[src/logic/dcache_config.svh]
`ifndef DCACHE_CONFIG_SVH
`define DCACHE_CONFIG_SVH

// Cache geometry
`define DCACHE_LINES 8
`define DCACHE_BLOCK_BYTES 8

// Byte offset inside a line, address bits 2 to 0
`define DCACHE_OFFSET_BITS 3

// Block number, address bits 31 to 3
`define DCACHE_BLOCK_TAG_BITS 29

// Outstanding misses tracked in order
`define DCACHE_MISS_DEPTH 4

// Memory transaction tag, zero means no transaction
`define DCACHE_MEM_TAG_BITS 4

`endif

[src/logic/dcache_pkg.sv]
`default_nettype none

`include "dcache_config.svh"

package dcache_pkg;

    // One line of data, seen as bytes or as 32-bit words
    typedef union packed {
        logic [`DCACHE_BLOCK_BYTES-1:0][7:0] byte_level;
        logic [1:0][31:0]                    word_level;
    } block_t;

    typedef logic [`DCACHE_BLOCK_TAG_BITS-1:0] block_tag_t;
    typedef logic [`DCACHE_MEM_TAG_BITS-1:0]   mem_tag_t;

    typedef struct packed {
        logic       valid;
        block_tag_t block;
    } line_req_t;

    // Valid means the lookup hit
    typedef struct packed {
        logic   valid;
        block_t data;
    } read_result_t;

    typedef struct packed {
        logic       valid;
        logic       dirty;
        block_tag_t block;
        block_t     data;
    } cache_line_t;

    // Store data already sits in its word lane
    typedef struct packed {
        logic                           valid;
        block_tag_t                     block;
        block_t                         data;
        logic [`DCACHE_BLOCK_BYTES-1:0] byte_en;
    } store_write_t;

    typedef struct packed {
        logic       valid;
        mem_tag_t   mem_tag;
        block_tag_t block;
    } miss_entry_t;

    typedef struct packed {
        logic       valid;
        block_tag_t block;
        block_t     data;
    } writeback_t;

endpackage

`default_nettype wire

[src/logic/dcache_array.sv]
`timescale 1ns/1ns
`default_nettype none

`include "dcache_config.svh"

module dcache_array (
    input  logic                            clock,
    input  logic                            reset,
    input  dcache_pkg::line_req_t [1:0]     read_reqs,
    output dcache_pkg::read_result_t [1:0]  read_results,
    input  dcache_pkg::store_write_t        store_write,
    output logic                            store_hit,
    input  dcache_pkg::line_req_t           refill,
    input  dcache_pkg::block_t              refill_data,
    output dcache_pkg::writeback_t          victim
);

    localparam int LINES      = `DCACHE_LINES;
    localparam int INDEX_BITS = $clog2(LINES);

    dcache_pkg::cache_line_t      lines [LINES];
    logic [1:0][LINES-1:0]        read_match;
    logic [LINES-1:0]             store_match;
    logic [LINES-1:0]             refill_match;
    logic [INDEX_BITS-1:0]        store_index;
    logic [INDEX_BITS-1:0]        free_index;
    logic                         free_found;
    logic [INDEX_BITS-1:0]        victim_ptr;
    logic [LINES-1:0]             write_mask;
    dcache_pkg::cache_line_t      write_line;
    dcache_pkg::block_t           merged_data;

    // Both load ports search every line in parallel
    always_comb begin
        for (int p = 0; p < 2; p++) begin
            read_results[p] = '0;
            for (int i = 0; i < LINES; i++) begin
                read_match[p][i] = read_reqs[p].valid && lines[i].valid &&
                                   (lines[i].block == read_reqs[p].block);
                if (read_match[p][i]) begin
                    read_results[p].valid = 1'b1;
                    read_results[p].data  = lines[i].data;
                end
            end
        end
    end

    always_comb begin
        store_index = '0;
        for (int i = 0; i < LINES; i++) begin
            store_match[i] = store_write.valid && lines[i].valid &&
                             (lines[i].block == store_write.block);
            if (store_match[i]) begin
                store_index = INDEX_BITS'(i);
            end
        end
    end

    assign store_hit = |store_match;

    // Lines that already hold the block being refilled
    always_comb begin
        for (int i = 0; i < LINES; i++) begin
            refill_match[i] = lines[i].valid && (lines[i].block == refill.block);
        end
    end

    // Scan downwards so the lowest free line wins
    always_comb begin
        free_found = 1'b0;
        free_index = '0;
        for (int i = LINES - 1; i >= 0; i--) begin
            if (!lines[i].valid) begin
                free_found = 1'b1;
                free_index = INDEX_BITS'(i);
            end
        end
    end

    always_comb begin
        write_mask = '0;
        write_line = '0;
        victim     = '0;

        merged_data = lines[store_index].data;
        for (int b = 0; b < `DCACHE_BLOCK_BYTES; b++) begin
            if (store_write.byte_en[b]) begin
                merged_data.byte_level[b] = store_write.data.byte_level[b];
            end
        end

        if (refill.valid) begin
            // Refilled line arrives clean
            write_line.valid = 1'b1;
            write_line.block = refill.block;
            write_line.data  = refill_data;
            if (free_found) begin
                write_mask[free_index] = 1'b1;
            end else begin
                write_mask[victim_ptr] = 1'b1;
                // Only a dirty victim goes back to memory
                victim.valid = lines[victim_ptr].dirty;
                victim.block = lines[victim_ptr].block;
                victim.data  = lines[victim_ptr].data;
            end
        end else if (store_hit) begin
            write_mask[store_index] = 1'b1;
            write_line       = lines[store_index];
            write_line.dirty = 1'b1;
            write_line.data  = merged_data;
        end
    end

    always_ff @(posedge clock) begin
        if (!reset) begin
            victim_ptr <= '0;
            for (int i = 0; i < LINES; i++) begin
                lines[i].valid <= 1'b0;
                lines[i].dirty <= 1'b0;
            end
        end else begin
            for (int i = 0; i < LINES; i++) begin
                if (write_mask[i]) begin
                    lines[i] <= write_line;
                end
            end
            // Round robin pointer moves on every eviction
            if (refill.valid && !free_found) begin
                victim_ptr <= (victim_ptr == INDEX_BITS'(LINES - 1)) ? '0 : victim_ptr + 1'b1;
            end
        end
    end

    // Relies on the miss FIFO never requesting a block twice
    a_single_match: assert property (@(posedge clock) disable iff (!reset)
        $onehot0(read_match[0]) && $onehot0(read_match[1]) && $onehot0(store_match));

    // A refill never places a block that some line already holds
    a_single_write: assert property (@(posedge clock) disable iff (!reset)
        refill.valid |-> (refill_match == '0));

endmodule

`default_nettype wire

[src/logic/dcache_subsystem.sv]
`timescale 1ns/1ns
`default_nettype none

module dcache_subsystem (
    input  logic                            clock,
    input  logic                            reset,

    // Load lookups, index 0 is the older load
    input  dcache_pkg::line_req_t [1:0]     read_reqs,
    output dcache_pkg::read_result_t [1:0]  read_results,

    // Word stores
    input  logic                            store_valid,
    input  logic [31:0]                     store_addr,
    input  logic [31:0]                     store_data,
    output logic                            store_done,

    // Memory side
    output dcache_pkg::line_req_t           mem_req,
    input  logic                            mem_req_accepted,
    input  dcache_pkg::mem_tag_t            current_req_tag,
    input  dcache_pkg::block_t              mem_data,
    input  dcache_pkg::mem_tag_t            mem_data_tag,
    output dcache_pkg::writeback_t          mem_write
);

    dcache_pkg::store_write_t  store_write;
    logic                      store_hit;
    dcache_pkg::line_req_t     refill;
    dcache_pkg::writeback_t    victim;
    dcache_pkg::block_tag_t    snoop_block;
    logic                      miss_pending;
    logic                      fifo_full;
    dcache_pkg::miss_entry_t   new_entry;

    dcache_array u_array (
        .clock        (clock),
        .reset        (reset),
        .read_reqs    (read_reqs),
        .read_results (read_results),
        .store_write  (store_write),
        .store_hit    (store_hit),
        .refill       (refill),
        .refill_data  (mem_data),
        .victim       (victim)
    );

    miss_fifo u_miss_fifo (
        .clock        (clock),
        .reset        (reset),
        .snoop_block  (snoop_block),
        .miss_pending (miss_pending),
        .full         (fifo_full),
        .new_entry    (new_entry),
        .mem_data_tag (mem_data_tag),
        .refill       (refill)
    );

    miss_control u_miss_control (
        .store_valid      (store_valid),
        .store_addr       (store_addr),
        .store_data       (store_data),
        .store_done       (store_done),
        .store_write      (store_write),
        .store_hit        (store_hit),
        .read_reqs        (read_reqs),
        .read_results     (read_results),
        .refill_active    (refill.valid),
        .victim           (victim),
        .mem_write        (mem_write),
        .miss_pending     (miss_pending),
        .fifo_full        (fifo_full),
        .snoop_block      (snoop_block),
        .mem_req          (mem_req),
        .mem_req_accepted (mem_req_accepted),
        .current_req_tag  (current_req_tag),
        .new_entry        (new_entry)
    );

endmodule

`default_nettype wire

[src/logic/miss_control.sv]
`timescale 1ns/1ns
`default_nettype none

`include "dcache_config.svh"

module miss_control (
    input  logic                            store_valid,
    input  logic [31:0]                     store_addr,
    input  logic [31:0]                     store_data,
    output logic                            store_done,
    output dcache_pkg::store_write_t        store_write,
    input  logic                            store_hit,
    input  dcache_pkg::line_req_t [1:0]     read_reqs,
    input  dcache_pkg::read_result_t [1:0]  read_results,
    input  logic                            refill_active,
    input  dcache_pkg::writeback_t          victim,
    output dcache_pkg::writeback_t          mem_write,
    input  logic                            miss_pending,
    input  logic                            fifo_full,
    output dcache_pkg::block_tag_t          snoop_block,
    output dcache_pkg::line_req_t           mem_req,
    input  logic                            mem_req_accepted,
    input  dcache_pkg::mem_tag_t            current_req_tag,
    output dcache_pkg::miss_entry_t         new_entry
);

    localparam int WORD_BIT = `DCACHE_OFFSET_BITS - 1;

    dcache_pkg::line_req_t oldest_miss;

    // Word store, placed in the lane picked by address bit 2
    always_comb begin
        store_write       = '0;
        store_write.valid = store_valid;
        store_write.block = store_addr[31:`DCACHE_OFFSET_BITS];
        if (store_addr[WORD_BIT]) begin
            store_write.data.word_level[1] = store_data;
            store_write.byte_en            = 8'b1111_0000;
        end else begin
            store_write.data.word_level[0] = store_data;
            store_write.byte_en            = 8'b0000_1111;
        end
    end

    // The array gives the refill the write port in its cycle
    assign store_done = store_valid && store_hit && !refill_active;

    // Store miss first, then the older load
    always_comb begin
        oldest_miss = '0;
        if (store_valid && !store_hit) begin
            oldest_miss.valid = 1'b1;
            oldest_miss.block = store_write.block;
        end else if (read_reqs[0].valid && !read_results[0].valid) begin
            oldest_miss = read_reqs[0];
        end else if (read_reqs[1].valid && !read_results[1].valid) begin
            oldest_miss = read_reqs[1];
        end
    end

    assign snoop_block = oldest_miss.block;

    // Victim already carries valid only for dirty lines
    assign mem_write = victim;

    always_comb begin
        mem_req       = '0;
        mem_req.block = oldest_miss.block;
        mem_req.valid = oldest_miss.valid && !victim.valid && !miss_pending && !fifo_full;
    end

    always_comb begin
        new_entry         = '0;
        new_entry.valid   = mem_req.valid && mem_req_accepted && (current_req_tag != '0);
        new_entry.mem_tag = current_req_tag;
        new_entry.block   = mem_req.block;
    end

endmodule

`default_nettype wire

[src/logic/miss_fifo.sv]
`timescale 1ns/1ns
`default_nettype none

`include "dcache_config.svh"

module miss_fifo (
    input  logic                     clock,
    input  logic                     reset,
    input  dcache_pkg::block_tag_t   snoop_block,
    output logic                     miss_pending,
    output logic                     full,
    input  dcache_pkg::miss_entry_t  new_entry,
    input  dcache_pkg::mem_tag_t     mem_data_tag,
    output dcache_pkg::line_req_t    refill
);

    localparam int DEPTH    = `DCACHE_MISS_DEPTH;
    localparam int PTR_BITS = $clog2(DEPTH);

    dcache_pkg::miss_entry_t  entries [DEPTH];
    logic [PTR_BITS-1:0]      head;
    logic [PTR_BITS-1:0]      tail;
    logic                     pop;

    function automatic logic [PTR_BITS-1:0] next_ptr(input logic [PTR_BITS-1:0] ptr);
        next_ptr = (ptr == PTR_BITS'(DEPTH - 1)) ? '0 : ptr + 1'b1;
    endfunction

    // Any outstanding request for this block counts, not only the head
    always_comb begin
        miss_pending = 1'b0;
        for (int i = 0; i < DEPTH; i++) begin
            if (entries[i].valid && (entries[i].block == snoop_block)) begin
                miss_pending = 1'b1;
            end
        end
    end

    // Tail slot still occupied means every slot is in use
    assign full = entries[tail].valid;

    // Memory answers in order, so a returned tag belongs to the head
    assign pop = (mem_data_tag != '0) && entries[head].valid &&
                 (entries[head].mem_tag == mem_data_tag);

    always_comb begin
        refill       = '0;
        refill.valid = pop;
        refill.block = entries[head].block;
    end

    always_ff @(posedge clock) begin
        if (!reset) begin
            head <= '0;
            tail <= '0;
            for (int i = 0; i < DEPTH; i++) begin
                entries[i].valid <= 1'b0;
            end
        end else begin
            if (pop) begin
                entries[head].valid <= 1'b0;
                head <= next_ptr(head);
            end
            if (new_entry.valid) begin
                entries[tail] <= new_entry;
                tail <= next_ptr(tail);
            end
        end
    end

    // Request side must hold off while full
    a_no_push_full: assert property (@(posedge clock) disable iff (!reset)
        new_entry.valid |-> !full);

    // Out of order returns would lose a refill
    a_return_in_order: assert property (@(posedge clock) disable iff (!reset)
        (mem_data_tag != '0) |-> pop);

endmodule

`default_nettype wire

[config.mk]
export PLATFORM = sky130hd
export DESIGN_NAME = dcache_subsystem
export DESIGN_NICKNAME = d
export VERILOG_FILES = /design/src/logic/dcache_pkg.sv /design/src/logic/dcache_array.sv /design/src/logic/dcache_subsystem.sv /design/src/logic/miss_control.sv /design/src/logic/miss_fifo.sv
export VERILOG_INCLUDE_DIRS = /design/src /design/src/logic
export SDC_FILE = /design/constraint.sdc
export NUM_CORES = 2
export LEC_CHECK = 0
export BUFFER_PORTS_ARGS = -buffer_cell sky130_fd_sc_hd__buf_2
export CORE_MARGIN = 10
export CORE_UTILIZATION = 29
export DETAILED_ROUTE_END_ITERATION = 8
export PLACE_DENSITY = 0.55
export SLEW_MARGIN = 40
export SYNTH_ARGS = -nofsm -noshare
export SYNTH_HDL_FRONTEND = slang
export SYNTH_SLANG_ARGS = --single-unit
export TNS_END_PERCENT = 50
[constraint.sdc]
create_clock -name clock -period 15.2 [get_ports clock]
set_input_delay 3.04 -clock clock [delete_from_list [all_inputs] [get_ports clock]]
set_output_delay 3.04 -clock clock [all_outputs]
set_load 0.1 [all_outputs]
[After elaboration in Yosys (flattened, before gate mapping)]
Memory sizes are Yosys's and may differ from the RTL's. A register that Yosys moved wholly into a read port is not among the register bits.
Cells that the tools add are included.
Word-level totals
  memory bits (writable): 896
  bits in registers: 7
  output and inout bits: 255
  memories: 2
  word-level logic and storage cells: 261
Memories
  u_array.lines: depth 8, bits a word 95, read ports 10, clocked after Yosys merged registers in 1, write ports 8, RTL line dcache_array.sv:21  | dcache_pkg::cache_line_t lines [LINES];
  u_miss_fifo.entries: depth 4, bits a word 34, read ports 6, clocked after Yosys merged registers in 2, write ports 4, RTL line miss_fifo.sv:20  | dcache_pkg::miss_entry_t entries [DEPTH];
Cells by class
  magnitude comparators: 6
  reduce and logical (&&, ||, !) cells: 81
  add/sub/neg operators: 3
  bitwise logic cells: 8
  muxes and demuxes: 126
  equal/unequal tests: 32
Operators with widths (number)
  $mux 65: 16
  $eq 29x29->1: 28
  $mux 94: 2
  $mux 8: 12
  $mux 95: 1
  $mux 93: 1
  $mux 30: 3
  $logic_and 1x1->1: 68
  $mux 34: 2
  $reduce_or 34->1: 2
  $mux 32: 2
  $mux 1: 49
  $mux 3: 15
  $mux 2: 20
  $lt 3x4->1 const B: 3
  $demux 1 s3: 3
  $ge 3x1->1 const B: 3
  $logic_not 1->1: 8
  $or 1x1->1: 8
  $reduce_bool 4->1: 2
  $reduce_or 8->1: 1
  $add 2x1->2 const B: 2
  $eq 2x2->1 const B: 2
  $eq 4x4->1: 1
  other kinds (2): 2

[Logic depth before layout (Yosys ltp)]
An unclocked memory read counts as a cell.
  word-level depth: 32
  gate-level depth with buffers: 19
  depth with buffers taken out: 14

[Modules after synthesis]
Synthesis repeated with hierarchy kept, for this count alone.
Unflattened totals
  cell total of the unflattened synthesis: 6260
  area, all modules: 64406.8 um^2
Modules (own cells, without submodules)
  dcache_array: seq. area each 22871.9 um^2, times used 1, area an instance 55095.3 um^2, cells an instance 5454
  miss_fifo: seq. area each 4214.0 um^2, times used 1, area an instance 6662.6 um^2, cells an instance 398
  miss_control: seq. area each 0.0 um^2, times used 1, area an instance 2648.8 um^2, cells an instance 408

[Worst setup path after synthesis]
OpenSTA, ideal clock, no wires.
  path type: input to register
  from: input store_addr[16]
  to: memory u_array.lines[1][57] (netlist name), data pin
  stages: 15
  required time: 15.002 ns
  arrival time: 13.426 ns
  setup slack: 1.576 ns
  cells stage by stage: buf_2 -> xor2_1 -> or4_1 -> or4_4 -> nor4_4 -> nor2b_1 -> a21oi_1 -> nand3_1 -> a21boi_0 -> nor2_1 -> nor4bb_1 -> clkbuf_1 -> buf_2 -> buf_1 -> nor2_1
RTL lines
  start: declaration: RTL line dcache_subsystem.sv:14  | input logic [31:0] store_addr,
  end: declaration: RTL line dcache_array.sv:21

==> metrics.md <==
| Metric | Value |
|---|---|
| Status | complete, no violations |
| Final setup fails | 0 |
| Yosys warns | 0 |
| Initial Utilization | 0.2923 |
| Clock sink count | 910 |
| Core ar. | 220200 µm² |
| Via count | 57.55k |
| Maximum clock insertion buffer count | 3 |
| Post-synth cell types | 69 |
| Synth Area per Inst | 10.07 µm² |
| Worst-path fanout max | 34 |
| R2r startpoint | u_array.lines[7][81] |
| Antenna Nets Post-Route | 0 |
| Largest net degree at the start of global routing | 129 |
| Total Wirelength | 337.2 mm |
| Max_cap viols | 0 |
| Vias in the first global route | 53.59k |
| Grt ovf | 0 |
| Post-synth ARST share | 0 |
| Area delta synth->final | 14.23% |
| GRT Util Overall | 0.2644 |
| Detail Route met3 WL | 42.60 mm |
| Post-synthesis sequential area ratio | 0.4209 |
| Reg clk slew, reported paths | 0.06 ns |
| CP startpoint kind | input port |
| Total I/O pin count | 455 |
| Placer Congestion | 1.026 |
| Slew headroom | 0.3669 |
| Post-CTS resize count | 0 |
| Crit path launch | store_addr[20] |
| Post-synth EDFFs | 886 |
| Synthesized Nets | 6599 |
| Initial drt markers | 9105 |
| Final Critical Period | 12.79 ns |
| Min-delay src | u_array.lines[7][93] |
| Die W | 491.0 µm |
| Leakage power | 23.68 nW |
| WL/cell | 35.24 µm |
| Tot Pwr | 6.050 mW |
| Worst vdd ir | 96.60 µV |
| CP arrival | 9.75 ns |
| First-pass GRT wire length | 454.3 mm |
| Final slew viol count | 0 |
| Num CTS Buffers | 105 |
| Die area | 241100 µm² |
| CTS root buffer | clkbuf_16 |
| Synth area leader | edfxtp_1 |
| Ranking of synthesized cells by area | edfxtp_1 (41%), mux4_2 (7.8%), mux2i_1 (6.4%) |
| Worst-Margin Slew | 0.9497 ns |
| Fmax | 78.16 MHz |
| FF+latch count, synth | 910 |
| Post-CTS Setup Inserts | 0 |
| Worst-skew pair later-pin latency | 0.84 ns |
| RSZ-0062 raised after global routing | false |
| Residual DRC count | 0 |
| Placed Cells | 9351 |
| WP data required | 12.16 ns |
| Flop2flop setup slack | 7.61 ns |
| Mapped Cells | 6392 |
| Uppermost layer routed | met5 |
| H-tree depth | 3 |
| Share of cells above drive strength 1 | 0.2105 |
| Final std cells w/o fill | 9570 |
| Die Y | 491.0 µm |
| PwrDens | 82.31 nW/µm² |
| Post-detail-place hpwl | 225.1 mm |
| Nets | 6713 |
| Fin crit share | 0.8418 |
| Post-Synthesis Cell Area | 64350 µm² |
| WL met2 | 139.9 mm |
| Initial antenna violation count | 43 |
| Endpoint type of the worst setup path | output port |
| Yosys top cell area share | 0.4135 |
| Ys flop type | edfxtp_1 |
| Clk_skew | 0.1181 ns |
| Wl on met1 | 132.7 mm |
| Final Hold Viols | 0 |
| Total iterations of the first detailed-routing run | 8 |
| Port-buffer cells | 452 |
| Clock tree from TritonCTS | yes |
| Fillers | 22.30k |
| Hold Buf Count CTS | 0 |
| Path category of the worst min-delay check | reg -> reg |
| Sum Neg Setup Slack | 0 ns |
| Site Rows | 172 |
| Crit path kind | in -> out |
| Via density | 6.014 |
[layout by cell type (no fill, tap or decap), types with 251 or more instances in the layout]
cell and instances:
edfxtp_1 886, nand2_1 714, a21oi_1 582, nor2_1 581, xor2_1 451, buf_2 451
o21ai_0 409, mux2i_1 406, xnor2_1 302, mux2_2 251
[where the power goes]
part,switching [mW],internal [mW]
combinational,0.403,0.136
sequential,0.0160,2.74
clock,1.15,1.60
[critical path: stages]
cell      delay, ns
buf_2          0.49
xor2_1         0.25
or4_1          0.55
or4_4          0.56
nor4_4         0.82
or4b_2         0.44
buf_4          0.64
nor4bb_4       0.11
buf_4          0.34
a211oi_2       0.41
nor2_1         0.24
xnor2_1        0.36
nand4_1        0.23
or4_1          0.55
o21ai_1        0.22
nor2_1         0.11
buf_2          0.31
[per-stage QoR]
step | setup WS, ns | util | area (µm²) | hold WS (ns)
after floorplan | 1.576 | - | 64350 | 0.4667
after global placement | 2.636 | 0.3143 | 69200 | 0.4847
after detailed placement | 2.611 | 0.3159 | 69540 | 0.4894
after CTS | 2.566 | 0.3328 | 73270 | 0.5063
after global routing | 2.370 | 0.3338 | 73480 | 0.5269
final | 2.405 | 0.3339 | 73500 | 0.5043
[cells by family (layout without fill, tap and decap cells)]
| logic type | count (synthesis) | in the layout | share of synthesized area |
|---|---|---|---|
| xor gates and xnor gates | 754 | 754 | 0.1027 |
| AOI/OAI and AO/OA | 1250 | 1250 | 0.1104 |
| buffers and inverters | 596 | 798 | 0.03848 |
| adders and majority gates | 7 | 7 | 0.001361 |
| and+or+nand+nor | 1992 | 1992 | 0.1405 |
| DFF | 910 | 910 | 0.4209 |
| muxes | 883 | 883 | 0.1856 |
| other | 0 | 18 | 0 |
[layer usage]
layer | vias to the layer above | global-route usage
met5 | - | 0
met3 | 874 | 0.07625
met4 | 24 | 0.1445
li1 | 23690 | -
met1 | 28510 | 0.3530
met2 | 4455 | 0.3831
[flip-flops by register name, indices dropped and copies added (netlist names), named ones only]
| register | count |
|---|---|
| u_miss_fifo.entries | 136 |
| u_array.lines | 760 |
| u_array.victim_ptr | 3 |
| u_miss_fifo.tail | 2 |
| u_miss_fifo.head | 2 |
[synthesized netlist by cell type, drive strengths merged, types with 202 or more instances]
library cell	number
nor2	592
nand2	717
mux2	251
mux4	223
mux2i	409
xnor2	303
o21ai	413
xor2	451
clkbuf	370
buf	202
a21oi	584
edfxtp	886
[area by class of cell]
type	count	area [µm²]	area share
multi-input combinational	4886	35180	0.4786
sequential	910	27100	0.3687
tap	2958	3701	0.05035
timing repair buffer	579	3660	0.04979
clock buffer	115	2665	0.03626
clock inverter	80	1060	0.01442
inverter	24	95.09	0.001294
antenna	18	45.04	0.0006128
[final timing paths]
| check | endpoint | depth (start not counted) |
|---|---|---|
| worst min-delay path | u_array.lines[7][93] | 2 |
| worst max-delay path | mem_req[29] | 17 |
| worst max register to register | u_miss_fifo.entries[3][25] | 17 |
| worst min register to register | u_array.lines[7][93] | 2 |
(Power assumes the default switching activity.)
